### config.mk
export PLATFORM = sky130hd
export DESIGN_NAME = reg_file
export DESIGN_NICKNAME = d
export VERILOG_FILES = /design/src/reg_file.sv
export VERILOG_INCLUDE_DIRS = /design/src /design/src/src
export SDC_FILE = /design/constraint.sdc
export NUM_CORES = 2
export LEC_CHECK = 0
export BUFFER_PORTS_ARGS = -buffer_cell sky130_fd_sc_hd__buf_4
export CAP_MARGIN = 15
export CORE_MARGIN = 5
export CORE_UTILIZATION = 45
export DETAILED_ROUTE_END_ITERATION = 8
export PLACE_DENSITY_LB_ADDON = 0.15
export SETUP_SLACK_MARGIN = 0.1
export SLEW_MARGIN = 10
export SYNTH_ARGS = -nofsm -noshare
export SYNTH_HDL_FRONTEND = slang
export SYNTH_SLANG_ARGS = --single-unit
### constraint.sdc
create_clock -name clk -period 1.8 [get_ports clk]
set_clock_uncertainty 0.15 [all_clocks]
set_input_delay 0 -clock clk [delete_from_list [all_inputs] [get_ports clk]]
set_output_delay 0 -clock clk [all_outputs]
set_load 0.02 [all_outputs]
### src/backend_consts.svh
`ifndef BACKEND_CONSTS_SVH
`define BACKEND_CONSTS_SVH

//////////////////////////////////////////////////
// Datapath and register file sizes
//////////////////////////////////////////////////

`define BACKEND_XLEN        32   // Integer datapath width
`define BACKEND_NREGS       32   // Architectural registers x0..x31
`define BACKEND_REG_AW      5    // Register index width

//////////////////////////////////////////////////
// Data memory geometry, word addressed
//////////////////////////////////////////////////

`define BACKEND_DMEM_WORDS  256
`define BACKEND_DMEM_AW     8    // log2 of the depth

`endif
### src/reg_file.sv
`timescale 1ns/10ps
`include "backend_consts.svh"

module reg_file (
    input  logic                       clk,
    input  logic                       reset,
    input  logic                       we_i,
    input  logic [`BACKEND_REG_AW-1:0] waddr_i,
    input  logic [`BACKEND_XLEN-1:0]   wdata_i,
    input  logic [`BACKEND_REG_AW-1:0] raddr_a_i,
    input  logic [`BACKEND_REG_AW-1:0] raddr_b_i,
    output logic [`BACKEND_XLEN-1:0]   rdata_a_o,
    output logic [`BACKEND_XLEN-1:0]   rdata_b_o
);

    logic [`BACKEND_XLEN-1:0] regs [0:`BACKEND_NREGS-1];

    always_ff @(posedge clk or negedge reset) begin
        if (!reset) begin
            for (int i = 0; i < `BACKEND_NREGS; i++) begin
                regs[i] <= '0;
            end
        end else if (we_i && (waddr_i != '0)) begin
            regs[waddr_i] <= wdata_i;   // x0 never written
        end
    end

    // Combinational reads, x0 forced to zero
    assign rdata_a_o = (raddr_a_i == '0) ? '0 : regs[raddr_a_i];
    assign rdata_b_o = (raddr_b_i == '0) ? '0 : regs[raddr_b_i];

endmodule

==> flow_summary.yaml <==
logic_synthesis:
  syn_area_per_cell_um2: 15.0
  synthCells: 3621
  yosysTopAreaCellShare_pct: 47.1
  dominantRegCellSynth: "dfrtp_1"
  netlist_top_cells_area: "dfrtp_1, mux2_2, mux4_2"
  async_flop_share_pct: 100
  ys_ff_latch: 1024
  synth_edf_count: 0
  yosysMostFrequentCell: "mux2_2"
  seq_area_frac_synth_pct: 47.1
  synth_top_cell_by_area: "dfrtp_1"
  syn_area_um2: 54400
  ys_top_cells_by_count: "mux2_2, dfrtp_1, mux4_2, clkbuf_1, buf_2"
  synth_cell_types: 35
  ys_warn_count: 0
  syn_nets: 3671
grt:
  grtUsageTotal_pct: 31.2
  grt_max_degree: 117
  grt_pass1_vias: 40800
  antenna_found_initial: 11
  grt_remaining_overflow: 0
  grt_pass1_wl_um: 291000
pwr:
  ir_drop_mv: 0.841
  power_uw: 73200
  p_leak_uw: 0.0298
  powerDensity_nw_per_um2: 1060
final_layout:
  area_delta_synth_final_pct: 26.7
  top_register: "regs"
  top_regs: "regs (1024)"
  final_util_pct: 57.4
  fin_nets: 4141
  largest_reg_flops: 1024
  fillers: 9262
  final_layout_size_suffix_gt1_share_pct: 64.6
sta:
  max_freq_mhz: 378
  setup_slack_ps: -842
  setup-tns-final_ps: -48100
  rsz0062_at_grt: "true"
  setup_violations: 75
  slew_headroom_pct: 22.2
  drv_slew: 0
  period_share_pct: 147
  hold_viol_final: 0
  tightest_slew_ps: 1170
  period_minus_slack_ps: 2640
setup_path:
  start_kind: "flop"
  required_ps: 1650
  crit_type: "flop to output pin"
  crit_buf_inv: 2
  cp_common_cell: "buf_4"
  path_cells: "mux4_2, nor2b_1, a211oi_2, buf_4, a311oi_2, buf_4"
  crit_slowest_cell: "mux4_2"
  end_kind: "output pin"
  critPathArrivalTime_ps: 2490
  path_max_fanout: 3
  critPathMaxStageDelay_ps: 460
  cp_top_family: "multiplexers"
floorplanning:
  start_util_pct: 45.3
  dieArea_um2: 128000
  io_pins: 114
  core_region_area_um2: 120000
  die_h_um: 358
  die_x_um: 358
  rows: 127
clock_network:
  cts_buffers: 117
  cts.sinks: 1024
  clk_pin_slew_worst_paths_ps: 60
  cts_tree: "done"
  cts-root-buf: "clkbuf_16"
  clk_latency_ps: 740
  clock_path_buffers: 3
  h-tree-depth: 3
drt:
  detail_route.wl_per_cell_um: 34.3
  drt-initial-drc-count: 3727
  routed_wl_um: 199000
  route.detailed.drc: 0
  vias_per_cell: 6.57
  drtAntennaViolNets: 0
  dr.pass1.iters: 7
  dr_wl_met2_um: 92300
  vias: 38100
  wl_met3_um: 15600
  drt-met1-wl_um: 81600
  top_layer_used: "met5"
run:
  cap_violations: 0
min_path:
  hold_class: "primary input to flop"
status:
  violations: "negative setup slack"
  status: "complete, but fails checks"
place:
  dp_hpwl_um: 129000
  port_buffers: 113
  place.gp.congestion: 0.872
[worst reg2reg max path, delay by kind of cell, from the launching register on]
| family | cells | cell delay, ps |
|---|---|---|
| buffers and inverters | 1 | 560 |
| multiplexers | 1 | 290 |
| flip-flops | 1 | 400 |
[repair_timing]
item                       in CTS  in global routing
setup buffers                   9                 17
setup endpoints to repair      64                354
gates resized for setup       353                 84
hold buffers                   48                 11
pin swaps                      82                 45
hold endpoints to repair     2016                144
[report_power, final]
group / switching (µW) / internal [µW]
sequential: 3350 / 27400
combinational: 7020 / 10300
clock: 9980 / 15100
total: 20400 / 52800
[routing by layer]
metal / track usage, % / vias up
met4: 12.5 / 14
met1: 43.0 / 20800
li1: - / 15000
met2: 48.6 / 1722
met3: 6.90 / 503
met5: 0 / -
[layout by cell type (no fill, tap or decap), types with 16 or more instances in the layout]
| cell | netlist | layout |
|---|---|---|
| buf_12 | 0 | 158 |
| a311oi_2 | 0 | 40 |
| o21ai_4 | 0 | 19 |
| a311oi_4 | 0 | 24 |
| clkinv_2 | 0 | 17 |
| nor2b_1 | 71 | 47 |
| o21ai_2 | 0 | 43 |
| dfrtp_1 | 1024 | 1024 |
| nand2_1 | 49 | 38 |
| a211oi_2 | 0 | 55 |
| clkbuf_16 | 0 | 122 |
| dlygate4sd3_1 | 0 | 52 |
| nor2b_4 | 0 | 24 |
| o21ai_0 | 101 | 16 |
| mux2_2 | 1046 | 1006 |
| buf_6 | 0 | 56 |
| buf_4 | 34 | 511 |
| clkbuf_8 | 0 | 26 |
| mux2_4 | 0 | 40 |
| a221oi_1 | 46 | 22 |
| a22oi_1 | 64 | 50 |
| a221oi_2 | 0 | 24 |
| o21ai_1 | 9 | 32 |
| mux2i_1 | 128 | 127 |
| clkbuf_1 | 223 | 31 |
| mux4_2 | 448 | 448 |
[worst paths after layout]
check	slack, ps	startpoint	depth (start not counted)	endpoint
setup reg to reg	290	regs[313]	2	regs[313]
min in group asynchronous	210	reset	4	regs[601]
max in group asynchronous	340	reset	6	regs[823]
setup / recovery	-840	regs[931]	6	rdata_a_o[3]
hold reg to reg	240	regs[1012]	0	regs[1012]
hold / removal	10	waddr_i[4]	6	regs[312]
[stage by stage]
stage                     hold slack [ps]  worst slack, ps  cells  cell area (µm²)
after floorplan                      -446              140   3621            54800
after global routing                 8.31             -899   5800            68900
after detailed placement             -250             -742   5505            62300
after global placement               -249             -688   5505            62300
final                                14.5             -842   5802            68900
after CTS                            7.03             -901   5776            68300
[cell families (layout without fill, tap and decap cells)]
group,Yosys count,in the layout,synth area share (%)
flops,1024,1024,47.1
mux,1632,1632,42.8
simple gates,165,165,1.61
other cells,0,4,0
buf+inv,434,999,3.63
compound gates,366,366,4.84
[layout make-up]
class / instances / area [µm²] / area share (%)
Clock inverter: 35 / 518 / 0.752
Timing Repair Buffer: 783 / 8230 / 11.9
Antenna cell: 4 / 10.0 / 0.0145
Sequential cell: 1024 / 25600 / 37.2
Tap cell: 1612 / 2020 / 2.93
Inverter: 2 / 11.3 / 0.0163
Clock buffer: 179 / 3530 / 5.12
Multi-Input combinational cell: 2163 / 29000 / 42.0
(Power assumes the default switching activity.)
