===== config.mk =====
export PLATFORM = sky130hd
export DESIGN_NAME = mem_stage
export DESIGN_NICKNAME = d
export VERILOG_FILES = /design/src/backend_pkg.sv /design/src/mem_stage.sv
export VERILOG_INCLUDE_DIRS = /design/src /design/src/src
export SDC_FILE = /design/constraint.sdc
export NUM_CORES = 1
export LEC_CHECK = 0
export ABC_AREA = 1
export BUFFER_PORTS_ARGS = -buffer_cell sky130_fd_sc_hd__buf_2
export CORE_MARGIN = 4
export CORE_UTILIZATION = 38
export DETAILED_ROUTE_END_ITERATION = 8
export MAX_ROUTING_LAYER = met4
export PLACE_DENSITY_LB_ADDON = 0.25
export REMOVE_ABC_BUFFERS = 1
export SLEW_MARGIN = 15
export SYNTH_ARGS = -nofsm -noshare
export SYNTH_HDL_FRONTEND = slang
export SYNTH_SLANG_ARGS = --single-unit

===== constraint.sdc =====
create_clock -name clk -period 0.8 [get_ports clk]
set_input_delay 0.04 -clock clk [delete_from_list [all_inputs] [get_ports clk]]
set_output_delay 0.04 -clock clk [all_outputs]
set_load 0.005 [all_outputs]

===== src/backend_consts.svh =====
`ifndef BACKEND_CONSTS_SVH
`define BACKEND_CONSTS_SVH

//////////////////////////////////////////////////
// Datapath and register file sizes
//////////////////////////////////////////////////

`define BACKEND_XLEN        32   // Integer datapath width
`define BACKEND_NREGS       32   // Architectural registers x0..x31
`define BACKEND_REG_AW      5    // Register index width

//////////////////////////////////////////////////
// Data memory geometry, word addressed
//////////////////////////////////////////////////

`define BACKEND_DMEM_WORDS  256
`define BACKEND_DMEM_AW     8    // log2 of the depth

`endif

===== src/backend_pkg.sv =====
`include "backend_consts.svh"

package backend_pkg;

    // Memory operation carried down from execute
    typedef enum logic [3:0] {
        mem_none = 4'd0,
        mem_lb   = 4'd1,
        mem_lh   = 4'd2,
        mem_lw   = 4'd3,
        mem_lbu  = 4'd4,
        mem_lhu  = 4'd5,
        mem_sb   = 4'd6,
        mem_sh   = 4'd7,
        mem_sw   = 4'd8
    } mem_op_e;

    // Who owns the data memory read port this cycle
    typedef enum logic [1:0] {
        owner_none  = 2'd0,
        owner_stage = 2'd1,
        owner_host  = 2'd2
    } owner_e;

    typedef struct packed {
        logic [`BACKEND_XLEN-1:0]   pc;
        logic [`BACKEND_XLEN-1:0]   instr;
        logic [`BACKEND_XLEN-1:0]   alu_result;   // Also the memory byte address
        logic [`BACKEND_XLEN-1:0]   store_data;
        mem_op_e                    op;
        logic [`BACKEND_REG_AW-1:0] rd;
        logic                       rd_we;
    } ex_mem_t;

    typedef struct packed {
        logic                       valid;
        logic [`BACKEND_XLEN-1:0]   pc;
        logic [`BACKEND_XLEN-1:0]   instr;
        logic [`BACKEND_XLEN-1:0]   alu_result;
        mem_op_e                    op;
        logic [`BACKEND_REG_AW-1:0] rd;
        logic                       rd_we;
        logic [1:0]                 byte_off;
        logic [`BACKEND_XLEN-1:0]   store_data;   // Lane aligned copy
    } mem_wb_t;

    typedef struct packed {
        logic                        req;
        logic                        we;
        logic [3:0]                  be;
        logic [`BACKEND_DMEM_AW-1:0] addr;         // Word address
        logic [`BACKEND_XLEN-1:0]    wdata;
    } dmem_req_t;

    typedef struct packed {
        logic                       valid;
        logic [`BACKEND_XLEN-1:0]   pc;
        logic [`BACKEND_XLEN-1:0]   instr;
        logic [`BACKEND_REG_AW-1:0] rd;
        logic [`BACKEND_XLEN-1:0]   rd_data;
        logic                       is_load;
        logic                       is_store;
        logic [1:0]                 mem_size;     // 0 byte, 1 half, 2 word
        logic [`BACKEND_XLEN-1:0]   mem_addr;
        logic [`BACKEND_XLEN-1:0]   mem_data;
    } trace_t;

endpackage


===== src/mem_stage.sv =====
`timescale 1ns/10ps
`include "backend_consts.svh"

module mem_stage (
    input  logic                   clk,
    input  logic                   reset,
    input  logic                   ex_valid_i,
    input  backend_pkg::ex_mem_t   ex_i,
    output backend_pkg::dmem_req_t dmem_req_o,
    output backend_pkg::mem_wb_t   mem_wb_o
);

    logic [1:0]               byte_off;
    logic [`BACKEND_XLEN-1:0] store_word;
    logic                     is_store;
    backend_pkg::mem_wb_t     wb_q;

    assign byte_off = ex_i.alu_result[1:0];

    //////////////////////////////////////////////////
    // Request decode
    //////////////////////////////////////////////////

    always_comb begin
        dmem_req_o = '0;
        store_word = ex_i.store_data;
        is_store   = 1'b0;
        case (ex_i.op)
            backend_pkg::mem_sb: begin
                is_store      = 1'b1;
                store_word    = {4{ex_i.store_data[7:0]}};
                dmem_req_o.be = 4'b0001 << byte_off;
            end
            backend_pkg::mem_sh: begin
                is_store      = 1'b1;
                store_word    = {2{ex_i.store_data[15:0]}};
                dmem_req_o.be = byte_off[1] ? 4'b1100 : 4'b0011;   // Bit 0 ignored
            end
            backend_pkg::mem_sw: begin
                is_store      = 1'b1;
                dmem_req_o.be = 4'b1111;
            end
            default: begin
                dmem_req_o.be = 4'b0000;   // Loads read the whole word
            end
        endcase

        dmem_req_o.req   = ex_valid_i && (ex_i.op != backend_pkg::mem_none);
        dmem_req_o.we    = is_store;
        dmem_req_o.addr  = ex_i.alu_result[`BACKEND_DMEM_AW+1:2];
        dmem_req_o.wdata = store_word;
    end

    //////////////////////////////////////////////////
    // MEM/WB pipeline register
    //////////////////////////////////////////////////

    always_ff @(posedge clk or negedge reset) begin
        if (!reset) begin
            wb_q <= '0;
        end else begin
            wb_q.valid <= ex_valid_i;   // Bubble when no strobe
            if (ex_valid_i) begin
                wb_q.pc         <= ex_i.pc;
                wb_q.instr      <= ex_i.instr;
                wb_q.alu_result <= ex_i.alu_result;
                wb_q.op         <= ex_i.op;
                wb_q.rd         <= ex_i.rd;
                wb_q.rd_we      <= ex_i.rd_we;
                wb_q.byte_off   <= byte_off;
                wb_q.store_data <= store_word;
            end
        end
    end

    assign mem_wb_o = wb_q;

endmodule


==> results of run 1 <==
[stage by stage]
step	hold WS (ns)	cell area (µm²)	utilization	instances	power [mW]
detailed placement	-0.0693	7870	0.519	1193	11.0
CTS	-0.106	10600	0.702	1395	20.8
finish	-0.0886	11300	0.745	1437	21.2
global route	-0.0980	11300	0.745	1437	22.2
global placement	-0.0673	7870	0.519	1193	11.0
floorplan	-0.256	5540	-	642	9.03
[how the worst min path moves through the flow]
stage / startpoint / endpoint / depth (start not counted)
floorplan: reset / mem_wb_o[0] / 0
finish: ex_i[26] / mem_wb_o[16] / 3
global placement: reset / mem_wb_o[115] / 1
global route: ex_i[26] / mem_wb_o[16] / 3
CTS: ex_i[30] / mem_wb_o[20] / 3
detailed placement: reset / mem_wb_o[115] / 1
[what timing repair did]
item | CTS | global route
gates cloned | 4 | 1
setup endpoints to repair | 170 | 179
endpoints found under the hold margin | 269 | 11
buffers inserted | 55 | 47
pin swaps | 25 | 36
gates resized for setup | 103 | 82
[layout by cell type (no fill, tap or decap)]
cell | synthesis | layout
dlygate4sd3_1 | 0 | 113
nand2_2 | 0 | 25
nor2_2 | 0 | 2
buf_2 | 15 | 300
nor2_1 | 10 | 6
clkinv_2 | 0 | 3
inv_4 | 0 | 3
clkinvlp_4 | 0 | 1
nand2_1 | 422 | 392
nand3_4 | 1 | 34
clkinv_8 | 0 | 1
bufinv_16 | 0 | 5
inv_1 | 4 | 3
buf_16 | 0 | 1
clkbuf_16 | 0 | 17
buf_12 | 0 | 22
clkinv_4 | 0 | 3
nor2_8 | 2 | 2
o21ai_2 | 0 | 2
buf_4 | 19 | 101
o21ai_1 | 0 | 3
nand3_2 | 8 | 11
inv_6 | 0 | 1
nor2_4 | 0 | 2
inv_2 | 5 | 1
nand2_4 | 0 | 5
a31oi_1 | 9 | 9
inv_8 | 0 | 2
o21ai_0 | 9 | 4
buf_6 | 5 | 36
dfrtp_1 | 139 | 139
[report_power, final]
group	internal (mW)	total, mW	switching (mW)
logic	2.43	4.54	2.10
clock network	5.54	8.64	3.09
registers	7.67	8.04	0.362
[cell families after synthesis]
family	Yosys count	synth area share
AOI/OAI and AO/OA	18	0.0173
and+or+nand+nor	476	0.328
DFF	139	0.593
buffers and inverters	63	0.0620
[tightest hold or removal path: stages]
cell,delay (ns)
buf_2,0.10
nand2_2,0.06
a31oi_1,0.07
[area by class of cell]
| cell class | count | area (µm²) |
|---|---|---|
| Tap cell | 188 | 235 |
| Fill cell | 987 | 3870 |
| Clock buffer | 17 | 425 |
| Multi-Input combinational cell | 497 | 2600 |
| Clock inverter | 14 | 219 |
| Timing Repair Buffer | 573 | 4260 |
| Sequential cell | 139 | 3480 |
| Inverter | 9 | 61.3 |
[routing by layer]
layer	part of all wire	vias to the layer above	GRT usage	routed length [µm]
li1	-	3220	-	-
met1	0.37	3166	0.294	8780
met2	0.51	350	0.438	12200
met3	0.073	82	0.0611	1720
met4	0.042	0	0.103	1000
met5	0	-	-	0
==> run metrics, run 1 <==
run status complete, but fails checks; failing checks hold timing, setup timing; Worst Setup End Kind primary output; CP Launch Type flop; Cell Pwr Density 1880 nW/µm²; post-detailed-placement half-perimeter wirelength 13.6 mm; clock sink count 139; GRT Residual Overflow 0; #FFs+latches synth 139; Ant. Diodes 0; starting density of the core 0.387; CORE AREA 15100 µm²; drt wl/cell 16.5 µm; first-pass GRT wire length 35.3 mm; DRT Pass-1 Iters 5; Ys Warns 0; Root Buffer clkbuf_16; post-synth top area share 0.593; worst slack, placed -0.235 ns; endpoints failing setup 178; Top FF cell, synth dfrtp_1; VDD IR max 1.26 mV; async set or reset register ratio after synthesis 1.00; HP Class input pin to flop; Tmin final 1.01 ns; Die W 132 µm; GPL Wtd Cong 0.847; reg2reg path depth 4; Worst path max stage delay 0.42 ns; Clock Tree Buf Depth 2; DRC 0; worst-skew pair later-pin latency 0.40 ns; critical path depth 1; fraction of layout cells with a size suffix above 1 0.464; crit path to mem_wb_o[40]; reg2reg start mem_wb_o[125]; Top Ports 328; Rows 45; cell family with most CP delay flip-flops; final hold vios 12; flop2flop setup slack -0.08 ns; skew final 0 ns; cts bufs inserted 17; Final WS setup -0.206 ns; count leader, synth nand2_1; Buf+Inv Stages, Crit Path 1; post-synthesis sequential area ratio 0.593; max reg flops 139; via count 6818; EDFF count, synth 0; Syn Inst Count 696; CP arrival 0.97 ns; post-synthesis cell area 5870 µm²; Routed Antenna Nets 0; static leakage 6.18 nW; Critical Path RT 0.76 ns; final hold slack -0.0886 ns; largest net degree at the start of global routing 58; RR Endpoint mem_wb_o[125]; Final period util 1.26; Highest Clock Rate 994 MHz; vias in the first global route 6809; synth top area cells dfrtp_1 59%, nand2_1 27%, nand3_1 2.8%, buf_4 2.4%, nand3_2 1.4%; Syn Area/Cell 8.43 µm²; Crit-path slowest cell dfrtp_1; Pins Over Slew Limit 0; area grow syn2layout 92.2%; post-synth cell types 15; Worst slew margin 0.811; CTS Hold Bufs 113; final wirelength 23.7 mm; DIE AREA 17500 µm²; CP Max Fanout 2; Avg Vias per Cell 4.74; H-tree depth 4; die height 132 µm; worst-path cell chain buf_2; initial antenna violation count 0; CTS tree yes; DR iter-0 viols 363; Max Cap Viol 0; Post-synth top cells 422 x nand2_1, 139 x dfrtp_1, 33 x nand3_1; RSZ-0062 raised after global routing true; Setup Crit Path Kind flop to primary output; post-synth top area cell dfrtp_1; IO buf count 327; Worst-path clk slew 0.07 ns; Least-Margin Pin Slew 0.284 ns; nets 1378; Total GRT Usage 0.257; Fin Setup TNS -25.34 ns; Critical path origin mem_wb_o[40]
Power figures use the tool's default switching activity.
==> inputs of run 2 (changes only) <==
- clock period: 0.8 -> 1.01 ns (I/O delays scaled with it)
==> run metrics, run 2 (synthesis results as in run 1) <==
run status complete, but fails checks (unchanged); failing checks hold timing, setup timing (unchanged); DR iter-0 viols 240 (was 363); final hold slack -0.0859 ns (was -0.0886 ns); final hold vios 19 (was 12); CP Max Fanout 3 (was 2); Final period util 1.01; die height 132 µm (unchanged); DRC 0 (unchanged); endpoints failing setup 2 (was 178); fillers 1227 (was 987); Setup Crit Path Kind flop to primary output (unchanged); Worst Setup End Kind primary output (unchanged); Max Cap Viol 0 (unchanged); Fin Setup TNS -0.00977 ns (was -25.34 ns); Final WS setup -0.00534 ns (was -0.206 ns); Highest Clock Rate 985 MHz; Clock Tree Buf Depth 2 (unchanged); area grow syn2layout 68.9% (was 92.2%); Top Ports 328 (unchanged); CP arrival 0.96 ns (was 0.97 ns); Rows 45 (unchanged); worst slack, placed -0.0430 ns (was -0.235 ns); RSZ-0062 raised after global routing true (unchanged); max reg flops 139 (unchanged); static leakage 5.61 nW (was 6.18 nW); final wirelength 20.7 mm (was 23.7 mm); leading cell type in the layout, fill and taps excluded nand2_1 (unchanged); cell family with most CP delay flip-flops (unchanged); largest net degree at the start of global routing 62 (was 58); Routed Antenna Nets 0 (unchanged); cts bufs inserted 17 (unchanged); GRT Residual Overflow 0 (unchanged); HP Class input pin to flop (unchanged); CORE AREA 15100 µm² (unchanged); flop2flop setup slack 0.25 ns (was -0.08 ns); Crit-path slowest cell dfrtp_1 (unchanged); GPL Wtd Cong 0.822 (was 0.847); drt wl/cell 15.1 µm (was 16.5 µm); CP Launch Type flop (unchanged); most frequent cells in the layout 415 x nand2_1, 317 x buf_2, 139 x dfrtp_1, 120 x dlygate4sd3_1, 49 x buf_4 (was 392 x nand2_1, 300 x buf_2, 139 x dfrtp_1, 113 x dlygate4sd3_1, 101 x buf_4); DP Area 7730 µm² (was 7870 µm²); Buf+Inv Stages, Crit Path 1 (unchanged); vias in the first global route 6257 (was 6809); VDD IR max 1.03 mV (was 1.26 mV); post-detailed-placement half-perimeter wirelength 13.1 mm (was 13.6 mm); Avg Vias per Cell 4.65 (was 4.74); DRT Pass-1 Iters 5 (unchanged); Cell Pwr Density 1530 nW/µm² (was 1880 nW/µm²); Least-Margin Pin Slew 0.302 ns (was 0.284 ns); Total GRT Usage 0.233 (was 0.257); worst-path cell chain buf_2 (unchanged); worst-skew pair later-pin latency 0.41 ns (was 0.40 ns); Final Cell Area 9910 µm² (was 11300 µm²); Tmin final 1.02 ns; Critical Path RT 0.96 ns (was 0.76 ns); Worst slew margin 0.799 (was 0.811); initial antenna violation count 1 (was 0); Pins Over Slew Limit 0 (unchanged); Worst path max stage delay 0.41 ns (was 0.42 ns); nets 1309 (was 1378); DIE AREA 17500 µm² (unchanged); Root Buffer clkbuf_16 (unchanged); via count 6370 (was 6818); Die W 132 µm (unchanged); Final Core Density 0.654 (was 0.745); clock sink count 139 (unchanged); starting density of the core 0.387 (unchanged); Worst-path clk slew 0.06 ns (was 0.07 ns); skew final 0 ns (unchanged); first-pass GRT wire length 31.8 mm (was 35.3 mm); H-tree depth 4 (unchanged); IO buf count 327 (unchanged); CTS tree yes (unchanged); fraction of layout cells with a size suffix above 1 0.380 (was 0.464)
-- run 2: report_power, final --
| part | total [mW] | internal, mW | switching [mW] | leakage [nW] |
|---|---|---|---|---|
| clock | 5.90 | 3.43 | 2.47 | 0.266 |
| sequential | 6.35 | 6.08 | 0.271 | 1.69 |
| combinational | 2.89 | 1.51 | 1.38 | 3.66 |
-- run 2: per-stage QoR --
stage          std cells  power, mW
2_1_floorplan        642       7.15
3_3_place_gp        1178       8.65
3_5_place_dp        1178       8.69
4_1_cts             1331       15.0
5_1_grt             1370       15.8
6_report            1370       15.1
-- run 2: final timing paths --
check / depth (start not counted) / end / from
worst max-delay path: 1 / mem_wb_o[32] / mem_wb_o[44]
worst min-delay path: 3 / mem_wb_o[18] / ex_i[28]
worst max register to register: 3 / mem_wb_o[21] / mem_wb_o[21]
worst min register to register: 2 / mem_wb_o[115] / mem_wb_o[115]
max in group asynchronous: 3 / mem_wb_o[31] / reset
min in group asynchronous: 2 / mem_wb_o[48] / reset
-- run 2: final cells by class --
type / count / area, µm² / area share
well taps: 188 / 235 / 0.0237
clock buffers: 22 / 484 / 0.0489
repair buffers: 506 / 3490 / 0.352
clock inverters: 10 / 82.6 / 0.00833
flip-flops and latches: 139 / 3480 / 0.351
diodes: 1 / 2.50 / 0.000253
multi-input cells: 495 / 2100 / 0.212
inverters: 9 / 38.8 / 0.00391
-- run 2: what timing repair did --
item                                   CTS  global route
hold buffers                           119             1
resized for setup                        0            29
pin swaps                                1             2
gates cloned                             0             1
setup buffers                            2            39
endpoints found under the hold margin  274            14
setup endpoints to repair               10           131
-- run 2: layer usage --
layer  wire length (µm)  share of wire  GRT usage  vias up
met5                  0              0          -        -
met4                656          0.032     0.0883        0
met3               1450          0.070     0.0615       53
met2              10500           0.51      0.391      280
met1               8130           0.39      0.268     2957
li1                   -              -          -     3080
