## src/backend_consts.svh

```systemverilog
`ifndef BACKEND_CONSTS_SVH
`define BACKEND_CONSTS_SVH

//////////////////////////////////////////////////
// Datapath and register file sizes
//////////////////////////////////////////////////

`define BACKEND_XLEN        32   // Integer datapath width
`define BACKEND_NREGS       32   // Architectural registers x0..x31
`define BACKEND_REG_AW      5    // Register index width

//////////////////////////////////////////////////
// Data memory geometry, word addressed
//////////////////////////////////////////////////

`define BACKEND_DMEM_WORDS  256
`define BACKEND_DMEM_AW     8    // log2 of the depth

`endif
```

## src/backend_pkg.sv

```systemverilog
`include "backend_consts.svh"

package backend_pkg;

    // Memory operation carried down from execute
    typedef enum logic [3:0] {
        mem_none = 4'd0,
        mem_lb   = 4'd1,
        mem_lh   = 4'd2,
        mem_lw   = 4'd3,
        mem_lbu  = 4'd4,
        mem_lhu  = 4'd5,
        mem_sb   = 4'd6,
        mem_sh   = 4'd7,
        mem_sw   = 4'd8
    } mem_op_e;

    // Who owns the data memory read port this cycle
    typedef enum logic [1:0] {
        owner_none  = 2'd0,
        owner_stage = 2'd1,
        owner_host  = 2'd2
    } owner_e;

    typedef struct packed {
        logic [`BACKEND_XLEN-1:0]   pc;
        logic [`BACKEND_XLEN-1:0]   instr;
        logic [`BACKEND_XLEN-1:0]   alu_result;   // Also the memory byte address
        logic [`BACKEND_XLEN-1:0]   store_data;
        mem_op_e                    op;
        logic [`BACKEND_REG_AW-1:0] rd;
        logic                       rd_we;
    } ex_mem_t;

    typedef struct packed {
        logic                       valid;
        logic [`BACKEND_XLEN-1:0]   pc;
        logic [`BACKEND_XLEN-1:0]   instr;
        logic [`BACKEND_XLEN-1:0]   alu_result;
        mem_op_e                    op;
        logic [`BACKEND_REG_AW-1:0] rd;
        logic                       rd_we;
        logic [1:0]                 byte_off;
        logic [`BACKEND_XLEN-1:0]   store_data;   // Lane aligned copy
    } mem_wb_t;

    typedef struct packed {
        logic                        req;
        logic                        we;
        logic [3:0]                  be;
        logic [`BACKEND_DMEM_AW-1:0] addr;         // Word address
        logic [`BACKEND_XLEN-1:0]    wdata;
    } dmem_req_t;

    typedef struct packed {
        logic                       valid;
        logic [`BACKEND_XLEN-1:0]   pc;
        logic [`BACKEND_XLEN-1:0]   instr;
        logic [`BACKEND_REG_AW-1:0] rd;
        logic [`BACKEND_XLEN-1:0]   rd_data;
        logic                       is_load;
        logic                       is_store;
        logic [1:0]                 mem_size;     // 0 byte, 1 half, 2 word
        logic [`BACKEND_XLEN-1:0]   mem_addr;
        logic [`BACKEND_XLEN-1:0]   mem_data;
    } trace_t;

endpackage

```

## src/dmem_arbiter.sv

```systemverilog
`timescale 1ns/10ps
`include "backend_consts.svh"

module dmem_arbiter (
    input  logic                        clk,
    input  logic                        reset,
    input  backend_pkg::dmem_req_t      stage_req_i,
    input  logic                        host_req_i,
    input  logic                        host_we_i,
    input  logic [`BACKEND_DMEM_AW-1:0] host_addr_i,
    input  logic [`BACKEND_XLEN-1:0]    host_wdata_i,
    output backend_pkg::dmem_req_t      mem_req_o,
    input  logic [`BACKEND_XLEN-1:0]    mem_rdata_i,
    output logic                        host_ack_o,
    output logic [`BACKEND_XLEN-1:0]    host_rdata_o
);

    backend_pkg::owner_e owner_d;
    backend_pkg::owner_e owner_q;
    logic                host_grant;

    // Host may not be granted again while its ack is out
    assign host_grant = host_req_i && !stage_req_i.req &&
                        (owner_q != backend_pkg::owner_host);

    // Pipeline always wins
    always_comb begin
        mem_req_o = '0;
        owner_d   = backend_pkg::owner_none;
        if (stage_req_i.req) begin
            mem_req_o = stage_req_i;
            owner_d   = backend_pkg::owner_stage;
        end else if (host_grant) begin
            mem_req_o.req   = 1'b1;
            mem_req_o.we    = host_we_i;
            mem_req_o.be    = 4'b1111;   // Host works on whole words
            mem_req_o.addr  = host_addr_i;
            mem_req_o.wdata = host_wdata_i;
            owner_d         = backend_pkg::owner_host;
        end
    end

    always_ff @(posedge clk or negedge reset) begin
        if (!reset) begin
            owner_q <= backend_pkg::owner_none;
        end else begin
            owner_q <= owner_d;
        end
    end

    // Read data lands in the cycle after the grant
    assign host_ack_o   = (owner_q == backend_pkg::owner_host);
    assign host_rdata_o = host_ack_o ? mem_rdata_i : '0;

endmodule

```

## config.mk

```make
export PLATFORM = sky130hd
export DESIGN_NAME = dmem_arbiter
export DESIGN_NICKNAME = d
export VERILOG_FILES = /design/src/backend_pkg.sv /design/src/dmem_arbiter.sv
export VERILOG_INCLUDE_DIRS = /design/src /design/src/src
export SDC_FILE = /design/constraint.sdc
export NUM_CORES = 1
export LEC_CHECK = 0
export ABC_AREA = 1
export BUFFER_PORTS_ARGS = -buffer_cell sky130_fd_sc_hd__clkbuf_2
export CAP_MARGIN = 5
export CORE_AREA = 5 5 75 77
export CTS_BUF_LIST = sky130_fd_sc_hd__clkbuf_2 sky130_fd_sc_hd__clkbuf_4 sky130_fd_sc_hd__clkbuf_8
export CTS_CLUSTER_DIAMETER = 30
export DETAILED_ROUTE_END_ITERATION = 7
export DIE_AREA = 0 0 80 82
export PLACE_DENSITY_LB_ADDON = 0.15
export SLEW_MARGIN = 20
export SYNTH_ARGS = -nofsm -noshare
export SYNTH_HDL_FRONTEND = slang
export SYNTH_SLANG_ARGS = --single-unit
```

## constraint.sdc

```tcl
create_clock -name clk -period 1.2 [get_ports clk]
set_clock_uncertainty 0.2 [all_clocks]
set_input_delay 0.24 -clock clk [delete_from_list [all_inputs] [get_ports clk]]
set_output_delay 0.24 -clock clk [all_outputs]
set_load 0.01 [all_outputs]
```

==> results of run 1 <==
-- cell usage after synthesis --
cell type   n
buf_2       5
buf_4       6
buf_6       6
dfrtp_1     2
inv_1      37
nand2_1    93
nand3_1    41
nor2_1     33
nor2_4      1
-- power groups by stage --
stage / Sequential [W] / Clock (W) / Combinational, W
floorplan: 0.0000736 / 0 / 0.000411
global placement: 0.0000750 / 0 / 0.000797
detailed placement: 0.0000749 / 0 / 0.000806
CTS: 0.0000745 / 0.000267 / 0.000834
global route: 0.0000748 / 0.000284 / 0.000968
finish: 0.0000746 / 0.000259 / 0.000883
-- final timing paths --
| path | end | slack, ps | cells past startpoint |
|---|---|---|---|
| setup / recovery | host_rdata_o[21] | -490 | 6 |
| hold / removal | owner_q[0] | 160 | 2 |
| setup reg to reg | owner_q[1] | -190 | 7 |
| hold reg to reg | owner_q[1] | 850 | 7 |
| max in group asynchronous | owner_q[1] | 530 | 2 |
| min in group clk | owner_q[0] | 230 | 2 |
-- kinds of logic (layout without fill, tap and decap cells) --
kind of cell | Yosys count | after routing
and+or+nand+nor | 168 | 168
buffers and inverters | 54 | 260
DFF | 2 | 2
-- what timing repair did --
action,4_1_cts,5_1_grt
hold endpoints to repair,2,0
setup buffers,2,2
resized for setup,13,82
pin swaps,3,4
hold buffers,1,0
setup endpoints to repair,80,80
-- stage by stage --
stage                     setup WS (ps)  setup TNS (ps)  cells
after floorplan                    -120           -7550    224
after global placement             -328          -18960    492
after detailed placement           -341          -19380    492
after CTS                          -491          -34580    498
after global routing               -549          -39430    500
final                              -489          -33670    500
-- layout make-up --
| cell class | instances | area, um2 | area share [%] |
|---|---|---|---|
| multi-input cells | 168 | 1030 | 36.9 |
| flip-flops and latches | 2 | 50.0 | 1.79 |
| clock buffers | 3 | 41.3 | 1.47 |
| repair buffers | 220 | 1450 | 51.7 |
| inverters | 37 | 139 | 4.96 |
| well taps | 70 | 87.6 | 3.13 |
-- layer usage --
layer	wire length [um]	GRT usage, %	vias up	share of wire, %
met5	0	0	-	0
met4	7	2.20	0	0.12
met3	659	4.71	2	11
met2	3220	30.0	106	55
met1	1930	16.2	864	33
li1	-	-	1073	-
==> results.md, run 1 <==
- Most frequent cells in the layout: clkbuf_2, nand2_1, nand3_1
- Util after Layout: between 50 and 60%
- Synth unique cells: 9
- Commonest non-fill, non-tap cell in the layout: clkbuf_2
- Number of nets in the layout: between 500 and 600
- Synth Area in Adders: 0%
- ANT nets after route: 0
- GRT Total Usage: about 15%
- CTS clk-pin slew, worst paths: around 30 ps
- CP Max Fanout: 8
- Sequential Power Share: slightly above 6%
- Synth Area in XOR/XNOR: 0%
- Crit Path Category: reg -> out
- CTS Buf Count: 3
- Total net switching power: 0.000487 W
- Crit path DAT: around 1300 ps
- Worst hold margin: 160 ps
- Clock Tree Buf Depth: 2
- CTS sink cnt: 2
- Failing checks: negative setup slack
- Root Buffer: clkbuf_8
- Biggest regs: owner_q x2
- # Max-Cap Violations: 0
- Clk_lat worst skew: between 200 and 250 ps
- Share of layout cells above drive strength 1: between 60% and 70%
- Die width: roughly 80 um
- Vias in the first global route: approximately 1800
- Via density: a little over 4
- Placed inst area: roughly 2500 um2
- Synth-to-layout area growth: 176%
- 1st-iter DRT viols: between 40 and 50
- Final min period: between 1500 and 2000 ps
- Internal power: 0.000730 W
- Worst Path Buf+Inv: 4
- Combinational power share: 72.6%
- Final GP Congestion: 0.771
- Yosys top cell by area: nand2_1
- Max reg flops: 2
- Final HPWL DP: between 4000 and 5000 um
- DRT Pass-1 Iters: 4
- WL final: a little under 6000 um
- RSZ-0062 raised after global routing: true
- Clk pwr share: around a fifth
- Port bufs: 200
- Synth area leaders: nand2_1, nand3_1, inv_1, nor2_1, buf_6
- Setup violations, final: 80
- Setup crit start: owner_q[0]
- Die area: roughly 6600 um2
- Cell area after synthesis: between 1000 and 1500 um2
- Post-synthesis sequential area ratio: under 10%
- Max transition margin: 81.3%
- Synth Area in Compound Gates: 0%
- Critical path, cell by cell: inv_2, nand2_4, buf_6, buf_12, nor2_4, buf_6
- Synth top area share: approximately a third
- Row count: 26
- Syn nets: about 350
- Number of synthesized register bits: 2
- Leak pwr: 1.75 nW
- Crit. End Element: output pin
- Setup slack after layout: -489 ps
- Multiplexer area fraction after synthesis: 0%
- Status: finished, violations left
- Initial antenna violation count: 0
- Design area: ~2800 um2
- RR Startpoint: owner_q[1]
- Sw Share: between 40% and 50%
- Die Y: a little over 80 um
- Largest family of logic cells by synthesized area: simple AND/OR/NAND/NOR gates
- Initial Util: 20.5%
- H-Tree Depth: 1
- Simple-gate portion of the synthesized area: 67.9%
- Syn_area_per_cell: about 4.5 um2
- Pins Over Slew Limit: 0
- Fin crit share: 141%
- Most flops, register: owner_q
- CP startpoint kind: flop
- Worst path top cell family by delay: buffers and inverters
- Via count: around 2000
- Drt wl/cell: approximately 12 um
- Cell mode on critical path: buf_6
- Power Total: about 0.0012 W
- DRC viols: 0
- Slew @ Worst Pin: about 280 ps
- Core area: 4940 um2
- CP max stage cell: dfrtp_1
- Hold Path Class: in -> async
- PwrDens: around 430 nW/um2
- CTS tree: built
- Warnings from Yosys: 0
- Total gr overflow: 0
- Crit-path max cell delay: 370 ps
- First-pass GRT wire length: slightly above 8000 um
- Syn Inst Count: between 200 and 250
- Diodes inserted: 0
- Pin count of the biggest net entering global routing: 29
- Filler cell count: roughly 500
- Final Hold Fails: 0
- Max VDD drop: approximately 0.24 mV
- Required time of the worst setup path: approximately 760 ps
- Fmax: about 590 MHz
- # IOs: 201
Power figures use the tool's default switching activity.
==> run 2, diff against run 1 <==
Settings changed: BUFFER_PORTS_ARGS -buffer_cell sky130_fd_sc_hd__clkbuf_2 to -buffer_cell sky130_fd_sc_hd__buf_2.
==> run 2 against run 1 <==
Compared with the run above:
- count of clock-buffer cells in the layout unchanged
- the run still ends with negative setup slack left
- die area stayed put
- critical endpoint is now mem_req_o[32]
- setup slack gained 21 ps
- sequential cell count did not move
- sequential power up 2%
- sequential share of layout area is essentially flat
==> results.md, run 2 (synthesis gave the netlist of run 1 again) <==
- Status: finished, violations left
- Failing checks: negative setup slack
- Root Buffer: clkbuf_8
- Drt wl/cell: 12.1 um (+4.1%)
- Max transition margin: 83.4% (+2.1 points)
- RSZ-0062 raised after global routing: true
- # IOs: 201 (unchanged)
- Setup slack after layout: -467 ps (+21.4 ps)
- Critical path, cell by cell: nand2_8, buf_12, nand3_1, nand2_2, buf_2
- Synth-to-layout area growth: 179%
- PwrDens: 437 nW/um2 (+0.58%)
- Die area: 6560 um2 (unchanged)
- Commonest non-fill, non-tap cell in the layout: buf_2
- H-Tree Depth: 1 (unchanged)
- CTS clk-pin slew, worst paths: 30 ps (about the same)
- Share of layout cells above drive strength 1: 73.0% (+5.6 points)
- Crit path DAT: 1230 ps (-20 ps)
- Setup violations, final: 80 (unchanged)
- Most flops, register: owner_q
- CP startpoint kind: flop
- CTS sink cnt: 2 (unchanged)
- CP max stage cell: dfrtp_2
- Clk_lat worst skew: 210 ps (about the same)
- Number of nets in the layout: 547 (-1.3%)
- Required time of the worst setup path: 760 ps (about the same)
- Clock Tree Buf Depth: 2 (unchanged)
- Die width: 80 um (unchanged)
- Total net switching power: 0.000508 W (+4.3%)
- Final HPWL DP: 4700 um (-1.7%)
- GRT Total Usage: 16.9% (+1.6 points)
- Via density: 4.17 (+1.9%)
- Internal power: 0.000729 W (-0.13%)
- CTS tree: built
- Leak pwr: 1.71 nW (-2.1%)
- Filler cell count: 498 (-0.60%)
- Most frequent cells in the layout: buf_2, nand2_1, inv_1
- Diodes inserted: 0 (unchanged)
- Fmax: 600 MHz (+1.3%)
- 1st-iter DRT viols: 43 (+4.9%)
- Final min period: 1670 ps (-21.4 ps)
- Vias in the first global route: 2035 (+12%)
- Fin crit share: 139% (-1.8 points)
- Max VDD drop: 0.177 mV (-27%)
- Pins Over Slew Limit: 0 (unchanged)
- Sequential Power Share: 6.2% (about the same)
- CP Max Fanout: 21 (+13)
- Initial Util: 20.5% (unchanged)
- Power Total: 0.00124 W (+1.7%)
- Crit-path max cell delay: 430 ps (+60 ps)
- Slew @ Worst Pin: 249 ps (-31.4 ps)
- Sw Share: 41.1% (+1.1 points)
- DRT Pass-1 Iters: 4 (unchanged)
- Final Hold Fails: 0 (unchanged)
- Port bufs: 200 (unchanged)
- Biggest regs: owner_q x2
- Row count: 26 (unchanged)
- ANT nets after route: 0 (unchanged)
- Final GP Congestion: 0.805 (+4.3%)
- Setup TNS: -33590 ps (+79.1 ps)
- CTS Buf Count: 3 (unchanged)
- Crit. End Element: output pin
- Clk pwr share: 21.1% (-0.2 points)
- Util after Layout: 57.3% (+0.61 points)
- DRC viols: 0 (unchanged)
- Combinational power share: 72.8% (+0.2 points)
- Crit Path Category: reg -> out
- Hold Path Class: in -> async
- First-pass GRT wire length: 8890 um (+9.2%)
- Pin count of the biggest net entering global routing: 26 (-10%)
- WL final: 5960 um (+2.7%)
- Via count: 2055 (+0.49%)
- # Max-Cap Violations: 0 (unchanged)
- Core area: 4940 um2 (unchanged)
- Initial antenna violation count: 0 (unchanged)
- Die Y: 82 um (unchanged)
- Max reg flops: 2 (unchanged)
- Total gr overflow: 0 (unchanged)
-- run 2: final cells by class --
cell class                      count  area, um2  area share, %
Clock buffer                        3       41.3           1.46
Multi-Input combinational cell    168       1160           40.9
Sequential cell                     2       51.3           1.81
Tap cell                           70       87.6           3.09
Timing Repair Buffer              213       1350           47.8
Inverter                           37        139           4.90
-- run 2: critical path, delay by kind of cell (launching register included) --
family,cells,cell delay [ps]
DFF,1,430
buffers and inverters,2,300
and+or+nand+nor,3,290
-- run 2: through the flow --
stage	hold slack (ps)	instance area [um2]	instances	worst slack [ps]
floorplan	-256	1340	224	-120
detailed placement	-171	2410	487	-288
global route	177	2830	493	-536
global placement	-172	2410	487	-276
CTS	167	2820	494	-495
finish	169	2830	493	-467
-- run 2: routing by layer --
| layer | track usage (%) | wire length, um | share of wire (%) |
|---|---|---|---|
| met2 | 34.1 | 3260 | 55 |
| met5 | 0 | 0 | 0 |
| met3 | 5.92 | 713 | 12 |
| met1 | 16.0 | 1930 | 32 |
| met4 | 4.73 | 59 | 0.99 |
-- run 2: worst paths after layout --
path,startpoint,endpoint,slack (ps),cells after the start
worst max register to register,owner_q[0],owner_q[1],-40,6
max in group asynchronous,reset,owner_q[1],520,2
min in group clk,stage_req_i[45],owner_q[0],250,2
worst max-delay path,owner_q[1],mem_req_o[32],-470,5
worst min register to register,owner_q[1],owner_q[1],710,5
worst min-delay path,reset,owner_q[0],170,2
-- run 2: power by group through the flow --
stage / registers, W / clock network (W) / logic [W]
CTS: 0.0000762 / 0.000268 / 0.000900
global route: 0.0000768 / 0.000281 / 0.000985
finish: 0.0000762 / 0.000260 / 0.000900
global placement: 0.0000747 / 0 / 0.000774
detailed placement: 0.0000750 / 0 / 0.000780
floorplan: 0.0000736 / 0 / 0.000411
-- run 2: repair_timing --
| action | CTS | global route |
|---|---|---|
| buffers inserted | 2 | 0 |
| resized for setup | 60 | 6 |
| endpoints found under the setup margin | 80 | 80 |
| endpoints found under the hold margin | 2 | 0 |
| pin swaps | 3 | 1 |
| cloned | 1 | 0 |
| hold buffers | 1 | 0 |
