File: src/backend_consts.svh
`ifndef BACKEND_CONSTS_SVH
`define BACKEND_CONSTS_SVH

//////////////////////////////////////////////////
// Datapath and register file sizes
//////////////////////////////////////////////////

`define BACKEND_XLEN        32   // Integer datapath width
`define BACKEND_NREGS       32   // Architectural registers x0..x31
`define BACKEND_REG_AW      5    // Register index width

//////////////////////////////////////////////////
// Data memory geometry, word addressed
//////////////////////////////////////////////////

`define BACKEND_DMEM_WORDS  256
`define BACKEND_DMEM_AW     8    // log2 of the depth

`endif
File: src/backend_pkg.sv
`include "backend_consts.svh"

package backend_pkg;

    // Memory operation carried down from execute
    typedef enum logic [3:0] {
        mem_none = 4'd0,
        mem_lb   = 4'd1,
        mem_lh   = 4'd2,
        mem_lw   = 4'd3,
        mem_lbu  = 4'd4,
        mem_lhu  = 4'd5,
        mem_sb   = 4'd6,
        mem_sh   = 4'd7,
        mem_sw   = 4'd8
    } mem_op_e;

    // Who owns the data memory read port this cycle
    typedef enum logic [1:0] {
        owner_none  = 2'd0,
        owner_stage = 2'd1,
        owner_host  = 2'd2
    } owner_e;

    typedef struct packed {
        logic [`BACKEND_XLEN-1:0]   pc;
        logic [`BACKEND_XLEN-1:0]   instr;
        logic [`BACKEND_XLEN-1:0]   alu_result;   // Also the memory byte address
        logic [`BACKEND_XLEN-1:0]   store_data;
        mem_op_e                    op;
        logic [`BACKEND_REG_AW-1:0] rd;
        logic                       rd_we;
    } ex_mem_t;

    typedef struct packed {
        logic                       valid;
        logic [`BACKEND_XLEN-1:0]   pc;
        logic [`BACKEND_XLEN-1:0]   instr;
        logic [`BACKEND_XLEN-1:0]   alu_result;
        mem_op_e                    op;
        logic [`BACKEND_REG_AW-1:0] rd;
        logic                       rd_we;
        logic [1:0]                 byte_off;
        logic [`BACKEND_XLEN-1:0]   store_data;   // Lane aligned copy
    } mem_wb_t;

    typedef struct packed {
        logic                        req;
        logic                        we;
        logic [3:0]                  be;
        logic [`BACKEND_DMEM_AW-1:0] addr;         // Word address
        logic [`BACKEND_XLEN-1:0]    wdata;
    } dmem_req_t;

    typedef struct packed {
        logic                       valid;
        logic [`BACKEND_XLEN-1:0]   pc;
        logic [`BACKEND_XLEN-1:0]   instr;
        logic [`BACKEND_REG_AW-1:0] rd;
        logic [`BACKEND_XLEN-1:0]   rd_data;
        logic                       is_load;
        logic                       is_store;
        logic [1:0]                 mem_size;     // 0 byte, 1 half, 2 word
        logic [`BACKEND_XLEN-1:0]   mem_addr;
        logic [`BACKEND_XLEN-1:0]   mem_data;
    } trace_t;

endpackage

File: src/write_back_stage.sv
`timescale 1ns/10ps
`include "backend_consts.svh"

module write_back_stage (
    input  logic                       clk,
    input  logic                       reset,
    input  backend_pkg::mem_wb_t       mem_wb_i,
    input  logic [`BACKEND_XLEN-1:0]   mem_rdata_i,
    output logic                       rf_we_o,
    output logic [`BACKEND_REG_AW-1:0] rf_waddr_o,
    output logic [`BACKEND_XLEN-1:0]   rf_wdata_o,
    output backend_pkg::trace_t        trace_o
);

    logic [7:0]               ld_byte;
    logic [15:0]              ld_half;
    logic [`BACKEND_XLEN-1:0] ld_value;
    logic [`BACKEND_XLEN-1:0] result;
    logic                     is_load;
    logic                     is_store;
    logic [1:0]               mem_size;

    assign ld_byte = mem_rdata_i[{mem_wb_i.byte_off, 3'b000} +: 8];
    assign ld_half = mem_wb_i.byte_off[1] ? mem_rdata_i[31:16] : mem_rdata_i[15:0];

    // Load extension and access size
    always_comb begin
        ld_value = '0;
        is_load  = 1'b0;
        is_store = 1'b0;
        mem_size = 2'd0;
        case (mem_wb_i.op)
            backend_pkg::mem_lb:  begin ld_value = {{24{ld_byte[7]}}, ld_byte};   is_load = 1'b1; end
            backend_pkg::mem_lbu: begin ld_value = {24'd0, ld_byte};              is_load = 1'b1; end
            backend_pkg::mem_lh:  begin ld_value = {{16{ld_half[15]}}, ld_half};
                                        is_load = 1'b1; mem_size = 2'd1; end
            backend_pkg::mem_lhu: begin ld_value = {16'd0, ld_half};
                                        is_load = 1'b1; mem_size = 2'd1; end
            backend_pkg::mem_lw:  begin ld_value = mem_rdata_i; is_load = 1'b1; mem_size = 2'd2; end
            backend_pkg::mem_sb:  is_store = 1'b1;
            backend_pkg::mem_sh:  begin is_store = 1'b1; mem_size = 2'd1; end
            backend_pkg::mem_sw:  begin is_store = 1'b1; mem_size = 2'd2; end
            default: ;   // ALU only
        endcase
    end

    assign result     = is_load ? ld_value : mem_wb_i.alu_result;
    assign rf_we_o    = mem_wb_i.valid && mem_wb_i.rd_we && (mem_wb_i.rd != '0);
    assign rf_waddr_o = mem_wb_i.rd;
    assign rf_wdata_o = result;

    //////////////////////////////////////////////////
    // Retire trace
    //////////////////////////////////////////////////

    always_ff @(posedge clk or negedge reset) begin
        if (!reset) begin
            trace_o <= '0;
        end else begin
            trace_o.valid <= mem_wb_i.valid;
            if (mem_wb_i.valid) begin
                trace_o.pc       <= mem_wb_i.pc;
                trace_o.instr    <= mem_wb_i.instr;
                trace_o.rd       <= mem_wb_i.rd;
                trace_o.rd_data  <= rf_we_o ? result : '0;   // Zero when nothing retires to rd
                trace_o.is_load  <= is_load;
                trace_o.is_store <= is_store;
                trace_o.mem_size <= mem_size;
                trace_o.mem_addr <= mem_wb_i.alu_result;
                trace_o.mem_data <= is_load  ? ld_value :
                                    is_store ? mem_wb_i.store_data : '0;
            end
        end
    end

endmodule

File: config.mk
export PLATFORM = sky130hd
export DESIGN_NAME = write_back_stage
export DESIGN_NICKNAME = d
export VERILOG_FILES = /design/src/backend_pkg.sv /design/src/write_back_stage.sv
export VERILOG_INCLUDE_DIRS = /design/src /design/src/src
export SDC_FILE = /design/constraint.sdc
export NUM_CORES = 1
export LEC_CHECK = 0
export ABC_CLOCK_PERIOD_IN_PS = 5600
export BUFFER_PORTS_ARGS = -buffer_cell sky130_fd_sc_hd__buf_2
export CORE_ASPECT_RATIO = 0.8
export CORE_MARGIN = 2
export CORE_UTILIZATION = 40
export DETAILED_ROUTE_END_ITERATION = 10
export MAX_ROUTING_LAYER = met4
export PLACE_DENSITY_LB_ADDON = 0.2
export SLEW_MARGIN = 20
export SYNTH_ARGS = -nofsm -noshare
export SYNTH_HDL_FRONTEND = slang
export SYNTH_SLANG_ARGS = --single-unit
File: constraint.sdc
create_clock -name clk -period 5.6 [get_ports clk]
set_clock_uncertainty 0.2 [all_clocks]
set_input_delay 0.56 -clock clk [delete_from_list [all_inputs] [get_ports clk]]
set_output_delay 0.56 -clock clk [all_outputs]
set_load 0.02 [all_outputs]
==> flow_summary.yaml, run 1 <==
synthesis:
  synthesis.nets: 849
  synthesis.area_per_instance_sq_um: 11.6
  yosysSeqAreaShare_pct: 54.5
  async_flop_share_pct: 100
  synth.most_common_cell: "dfrtp_1"
  synth.top_cells.by_count: "dfrtp_1 (170), mux2_2 (118), nand2_1 (117)"
  synth_seq_cells: 170
  synth_cell_type_count: 37
  synthFlopType: "dfrtp_1"
  post-synth-top-area-cell: "dfrtp_1"
  netlist_area_sq_mm: 0.00781
  synth-warning-count: 0
  area_share_of_the_leading_cell_type_in_the_synthesized_netlist_pct: 54.5
  synth_area_leaders: "dfrtp_1 (54%), mux2_2 (17%), nand2_1 (5.6%), a32oi_1 (3.6%), mux4_1 (2.7%)"
  synth_cells: 674
  synth-edff-count: 0
routing:
  dr.first_iter.drc_count: 521
  detail_route.first_pass.iterations: 8
  ant_nets: 0
  drt_via_density: 5.29
  route.detailed.wl_per_inst_um: 19.4
  dr_total_vias: 6880
  wirelength_mm: 25.2
  drcViolationCount: 0
cells_and_area:
  largest_register_by_flop_count: "trace_o"
  final_layout_size_suffix_gt1_share_pct: 52.8
  syn_to_final_growth_pct: 35.2
  reg_top3: "trace_o (170)"
  largest_register_ff_count: 170
  finalNetCount: 1203
timing:
  max_freq_mhz: 309
  totalNegativeSetupSlack_ns: 0
  slew_headroom_pct: 31.3
  finalWorstSetupSlack_ns: 2.36
  fin_crit_ns: 3.24
  layout_worst_path_cycle_share_pct: 57.8
  unrepaired_setup_endpoints_after_global_routing: "no"
  hold_ws_ns: 0.161
  final_max_slew_viol_count: 0
  final-setup-viol-count: 0
  tightest_slew_ns: 1.03
  finalHoldViolations: 0
grt:
  grt_start_max_net_pins: 88
  first_global_vias: 6542
  grt_overflow: 0
  antenna_found_initial: 2
  grt_pass1_wl_mm: 38.0
  grtUsageTotal_pct: 24.7
hold_path:
  classification_of_the_worst_slack_hold_path: "in2reg"
  hold-path-endpoint: "trace_o[139]"
  whs_path_depth: 2
  hold_path_origin: "mem_wb_i[110]"
pwr:
  cellInternalPower_uw: 2360
  seq_power_share_pct: 41.3
  vdd.ir_drop.worst_mv: 0.194
  clock_power_share_pct: 36.3
  pwr-share-comb_pct: 22.4
  leakagePower_uw: 0.00517
  netSwitchingFraction_pct: 30.8
  cellPowerDensity_mw_per_mm2: 324
  p_sw_uw: 1050
worst_setup_path:
  worst-r2r-setup-slack_ns: 4.61
  cp_data_arrival_time_ns: 2.48
  regToRegStartpoint: "trace_o[89]"
  worst_setup_path_end_kind: "output port"
  timing.rr.end: "trace_o[89]"
  worst-setup-path-type: "in2out"
  critical_path.startpoint: "mem_wb_i[33]"
  worstRegToRegCells: 2
  worst-path-max-fanout: 27
  crit_required_ns: 4.84
  startpoint_type: "input pin"
place:
  portBuffers: 382
  gp_routability_congestion: 0.958
  detailedPlacementHpwl_mm: 18.5
  place_ws_ns: 2.15
floorplan:
  io_pins: 383
  die_area_sq_mm: 0.0207
  floorplan_die_width_um: 160
  initial_core_utilization_pct: 41.0
  chipHeight_um: 129
  rows: 45
  fp.coreArea_sq_mm: 0.0190
clocking:
  cts_hold_repair.buffers: 1
  cts_buffers: 17
  ctsResizeCount: 0
  cts_tree: "yes"
  post-cts-setup-buffer-count: 0
  clk_path_buf_depth: 2
  cts.sinks: 170
  clock_tree.root_cell: "clkbuf_16"
  worst_skew_pair_later_pin_latency_ns: 0.41
  htree_num_levels: 4
  clk_transition_reported_paths_ns: 0.07
outcome:
  status: "completed"
flow_run:
  drv_cap: 0
per-layer routing:
metal | routed length, um | share of wire, % | track usage (%) | vias up
li1 | - | - | - | 3171
met1 | 10900 | 43 | 33.5 | 3374
met2 | 12100 | 48 | 37.8 | 312
met3 | 1820 | 7.2 | 5.48 | 23
met4 | 350 | 1.4 | 6.52 | 0
met5 | 0 | 0 | - | -
logic make-up (layout without fill, tap and decap cells):
logic type	Yosys count	after routing	share of synthesized area [%]
DFF	170	170	54.5
and+or+nand+nor	167	167	8.56
AOI/OAI and AO/OA	146	146	13.2
muxes	129	129	20.2
buffers and inverters	61	427	3.46
xor gates and xnor gates	1	1	0.112
other	0	2	0
worst max path at each step:
stage,endpoint,slack [ns],cells after the start
6_report,rf_wdata_o[7],2.36,6
5_1_grt,rf_wdata_o[28],2.27,7
4_1_cts,rf_wdata_o[14],2.15,7
3_5_place_dp,rf_wdata_o[28],2.15,7
3_3_place_gp,rf_wdata_o[10],2.02,6
2_1_floorplan,rf_wdata_o[20],2.59,6
power groups by stage:
stage          Combinational [uW]  Sequential (uW)  Clock, uW
4_1_cts                       770             1410       1270
2_1_floorplan                 277             1590          0
5_1_grt                       821             1430       1320
3_5_place_dp                  768             1430          0
6_report                      766             1410       1240
3_3_place_gp                  765             1430          0
worst max-delay path, cell delays in order:
cell,delay (ns)
buf_2,0.48
mux4_1,0.64
a32o_1,0.29
a21oi_1,0.25
nand2_1,0.08
buf_2,0.17
stage by stage:
step	instances	power, uW	util [%]	area [sq um]
after floorplan	674	1870	-	7810
after global placement	1265	2190	52.1	9910
after detailed placement	1265	2200	52.1	9910
after CTS	1297	3450	55.4	10500
after global routing	1300	3570	55.5	10600
final	1300	3420	55.5	10600
layout make-up:
| type | instances | area [sq um] |
|---|---|---|
| diodes | 2 | 5.00 |
| clock buffers | 18 | 439 |
| clock inverters | 13 | 180 |
| fillers | 1729 | 8480 |
| inverters | 2 | 7.51 |
| multi-input cells | 443 | 3310 |
| flip-flops and latches | 170 | 4250 |
| well taps | 258 | 323 |
| repair buffers | 394 | 2030 |
cell usage in the layout, fill, tap and decap left out, types with 4 or more instances in the layout:
master     Yosys  layout
buf_2          3     380
dfrtp_1      170     170
mux2_2       118     118
nand2_1      117     117
nor2_1        39      39
o21ai_0       33      33
a32oi_1       32      32
a31oi_1       32      32
clkbuf_16      0      17
o21a_1        16      16
a21oi_1       10       9
buf_4          5       9
a222oi_1       8       8
mux4_1         8       8
a32o_1         8       8
inv_6          0       4
Note: power is estimated with default switching activity, not from simulation.
==> run 2, diff against run 1 <==
ABC_AREA = 1   (was not set)
ABC_CLOCK_PERIOD_IN_PS = 2800   (was 5600)
clock period = 2.8 ns   (was 5.6 ns; I/O delays follow)
==> run 2 against run 1 <==
  * Combinational power up 120%
  * Synthesized cell count up 66%
  * Setup slack worse by 2.1 ns
  * Largest power group unchanged
  * Die area up 4.8%
  * Largest cell class unchanged
  * Count of clock-buffer cells in the layout down 1
  * Highest routed layer unchanged
  * Via count up 33%
==> flow_summary.yaml, run 2 <==
place:
  detailedPlacementHpwl_mm: 23.0
  portBuffers: 382
  gp_routability_congestion: 0.949
  numPlacedInstances: 1717
  place_ws_ns: 0.515
synthesis:
  yosysSeqAreaShare_pct: 51.9
  synth_cell_type_count: 25
  synth_xor_area_share_pct: 0
  synth-edff-count: 0
  synthesis.area_per_instance_sq_um: 7.32
  area_share_of_the_leading_cell_type_in_the_synthesized_netlist_pct: 51.9
  synthFlopType: "dfrtp_1"
  netlist_area_sq_mm: 0.00820
  synthesis.nets: 1295
  complex_gate_fraction_of_the_synthesized_area_pct: 1.95
  synth_area_leaders: "dfrtp_1 (52%), nand2_1 (28%), nand3_1 (4.5%), nor2_1 (3.2%), inv_1 (2.1%)"
  synth-simple-area-share_pct: 40.1
  yosys-mux-area-fraction_pct: 0
  synth_top_family_by_area: "simple AND/OR/NAND/NOR gates"
  post-synth-top-area-cell: "dfrtp_1"
  synth.most_common_cell: "nand2_1"
  synth_seq_cells: 170
  async_flop_share_pct: 100
  synth.top_cells.by_count: "nand2_1 (617), dfrtp_1 (170), nand3_1 (73)"
  synth-warning-count: 0
  synth_cells: 1120
  post_synth_fa_ha_maj_area_fraction_pct: 0
cells_and_area:
  reg_top3: "trace_o (170)"
  largest_register_ff_count: 170
  final_layout_size_suffix_gt1_share_pct: 28.5
  finalNetCount: 1781
  layout.cells.most_common_list: "nand2_1 (616), buf_2 (380), dfrtp_1 (170)"
  layout.core_utilization_pct: 61.5
  layout_commonest_cell: "nand2_1"
  syn_to_final_growth_pct: 49.8
  n_fill_cell: 1821
  largest_register_by_flop_count: "trace_o"
  layout.cells.non_filler: 1886
worst_setup_path:
  worst_setup_path_end_kind: "output port"
  timing.critical_path.slowest_cell_delay_ns: 0.53
  cp.buffers_inverters: 3
  regToRegStartpoint: "trace_o[6]"
  crit_required_ns: 2.32
  cpMaxStageDelayCell: "dlygate4sd3_1"
  cp_data_arrival_time_ns: 2.07
  path_delay_family: "simple AND/OR/NAND/NOR gates"
  path_cells: "dlygate4sd3_1 > buf_2 > nor2_1 > nand2_1 > nand2_2 > nand2_1 > nand4_1 > buf_2"
  critical_path.startpoint: "mem_wb_i[40]"
  worst-path-max-fanout: 16
  worst-setup-path-type: "in2out"
  worst-r2r-setup-slack_ns: 1.74
  startpoint_type: "input pin"
routing:
  dr.first_iter.drc_count: 883
  drt_via_density: 4.83
  ant_nets: 0
  drt-met1-wl_mm: 14.1
  routed_wl_met2_mm: 15.1
  top_layer: "met4"
  dr_total_vias: 9116
  route.met3.wl_mm: 2.14
  drcViolationCount: 0
  wirelength_mm: 32.3
  detail_route.first_pass.iterations: 5
  route.detailed.wl_per_inst_um: 17.1
clocking:
  clock_tree.root_cell: "clkbuf_16"
  clk_transition_reported_paths_ns: 0.07
  clk_path_buf_depth: 2
  cts_buffers: 17
  cts_tree: "yes"
  worst_skew_pair_later_pin_latency_ns: 0.44
  htree_num_levels: 4
  cts.sinks: 170
timing:
  final_max_slew_viol_count: 0
  finalHoldViolations: 0
  totalNegativeSetupSlack_ns: 0
  tightest_slew_ns: 0.681
  max_freq_mhz: 393
  final-setup-viol-count: 0
  fin_crit_ns: 2.55
  slew_headroom_pct: 54.6
  finalWorstSetupSlack_ns: 0.254
  unrepaired_setup_endpoints_after_global_routing: "no"
  layout_worst_path_cycle_share_pct: 90.9
floorplan:
  die_area_sq_mm: 0.0217
  chipHeight_um: 132
  floorplan_die_width_um: 164
  io_pins: 383
  fp.coreArea_sq_mm: 0.0200
  initial_core_utilization_pct: 41.0
  rows: 46
grt:
  grt_overflow: 0
  grt_pass1_wl_mm: 49.2
  grt_start_max_net_pins: 64
  first_global_vias: 8784
  grtUsageTotal_pct: 30.6
  antenna_found_initial: 2
hold_path:
  classification_of_the_worst_slack_hold_path: "in2reg"
  hold_path_origin: "mem_wb_i[23]"
outcome:
  status: "completed"
pwr:
  vdd.ir_drop.worst_mv: 0.331
  leakagePower_uw: 0.00719
  cellPowerDensity_mw_per_mm2: 559
flow_run:
  drv_cap: 0
run 2: through the flow:
step / cell area (sq um) / hold slack (ns) / total power [uW]
2_1_floorplan: 8200 / -0.216 / 3670
3_3_place_gp: 10300 / 0.0570 / 4330
3_5_place_dp: 10300 / 0.0601 / 4340
4_1_cts: 12200 / 0.00141 / 6880
5_1_grt: 12300 / 0.0160 / 7170
6_report: 12300 / 0.000737 / 6860
run 2: cells by family after synthesis:
logic type | Yosys count
simple gates | 807
flops | 170
buf+inv | 114
compound gates | 29
run 2: area by class of cell:
cell class | count | area [sq um] | area share (%)
sequential | 170 | 4250 | 34.7
multi-input combinational | 836 | 3450 | 28.1
timing repair buffer | 531 | 3440 | 28.1
clock buffer | 17 | 425 | 3.47
tap | 264 | 330 | 2.69
inverter | 50 | 190 | 1.55
clock inverter | 15 | 174 | 1.42
antenna | 3 | 7.51 | 0.0612
run 2: per-layer routing:
| metal | GRT usage (%) | up-vias |
|---|---|---|
| li1 | - | 4430 |
| met1 | 40.1 | 4235 |
| met2 | 47.5 | 386 |
| met3 | 5.35 | 65 |
| met4 | 11.3 | 0 |
| met5 | - | - |
run 2: final timing paths:
| path | endpoint | cells after the start |
|---|---|---|
| max in group asynchronous | trace_o[82] | 3 |
| max reg2reg | trace_o[6] | 3 |
| min reg2reg | trace_o[104] | 2 |
| max | rf_wdata_o[13] | 8 |
| min in group asynchronous | trace_o[2] | 2 |
| min | trace_o[23] | 5 |
run 2: timing repair:
action | 4_1_cts | 5_1_grt
gates resized for setup | 0 | 1
hold buffers | 132 | 0
setup buffers | 0 | 2
endpoints found under the setup margin | 0 | 9
hold endpoints to repair | 182 | 0
run 2: power by group:
group	internal (uW)	total, uW	leakage (uW)	switching (uW)
registers	2680	2800	0.00212	119
clock network	1200	2400	0.000290	1200
logic	604	1660	0.00478	1060
total	4490	6860	0.00719	2380
run 2: worst min-delay path, delay by kind of cell:
family,cells,cell delay (ns)
buf+inv,1,0.08
simple gates,4,0.25
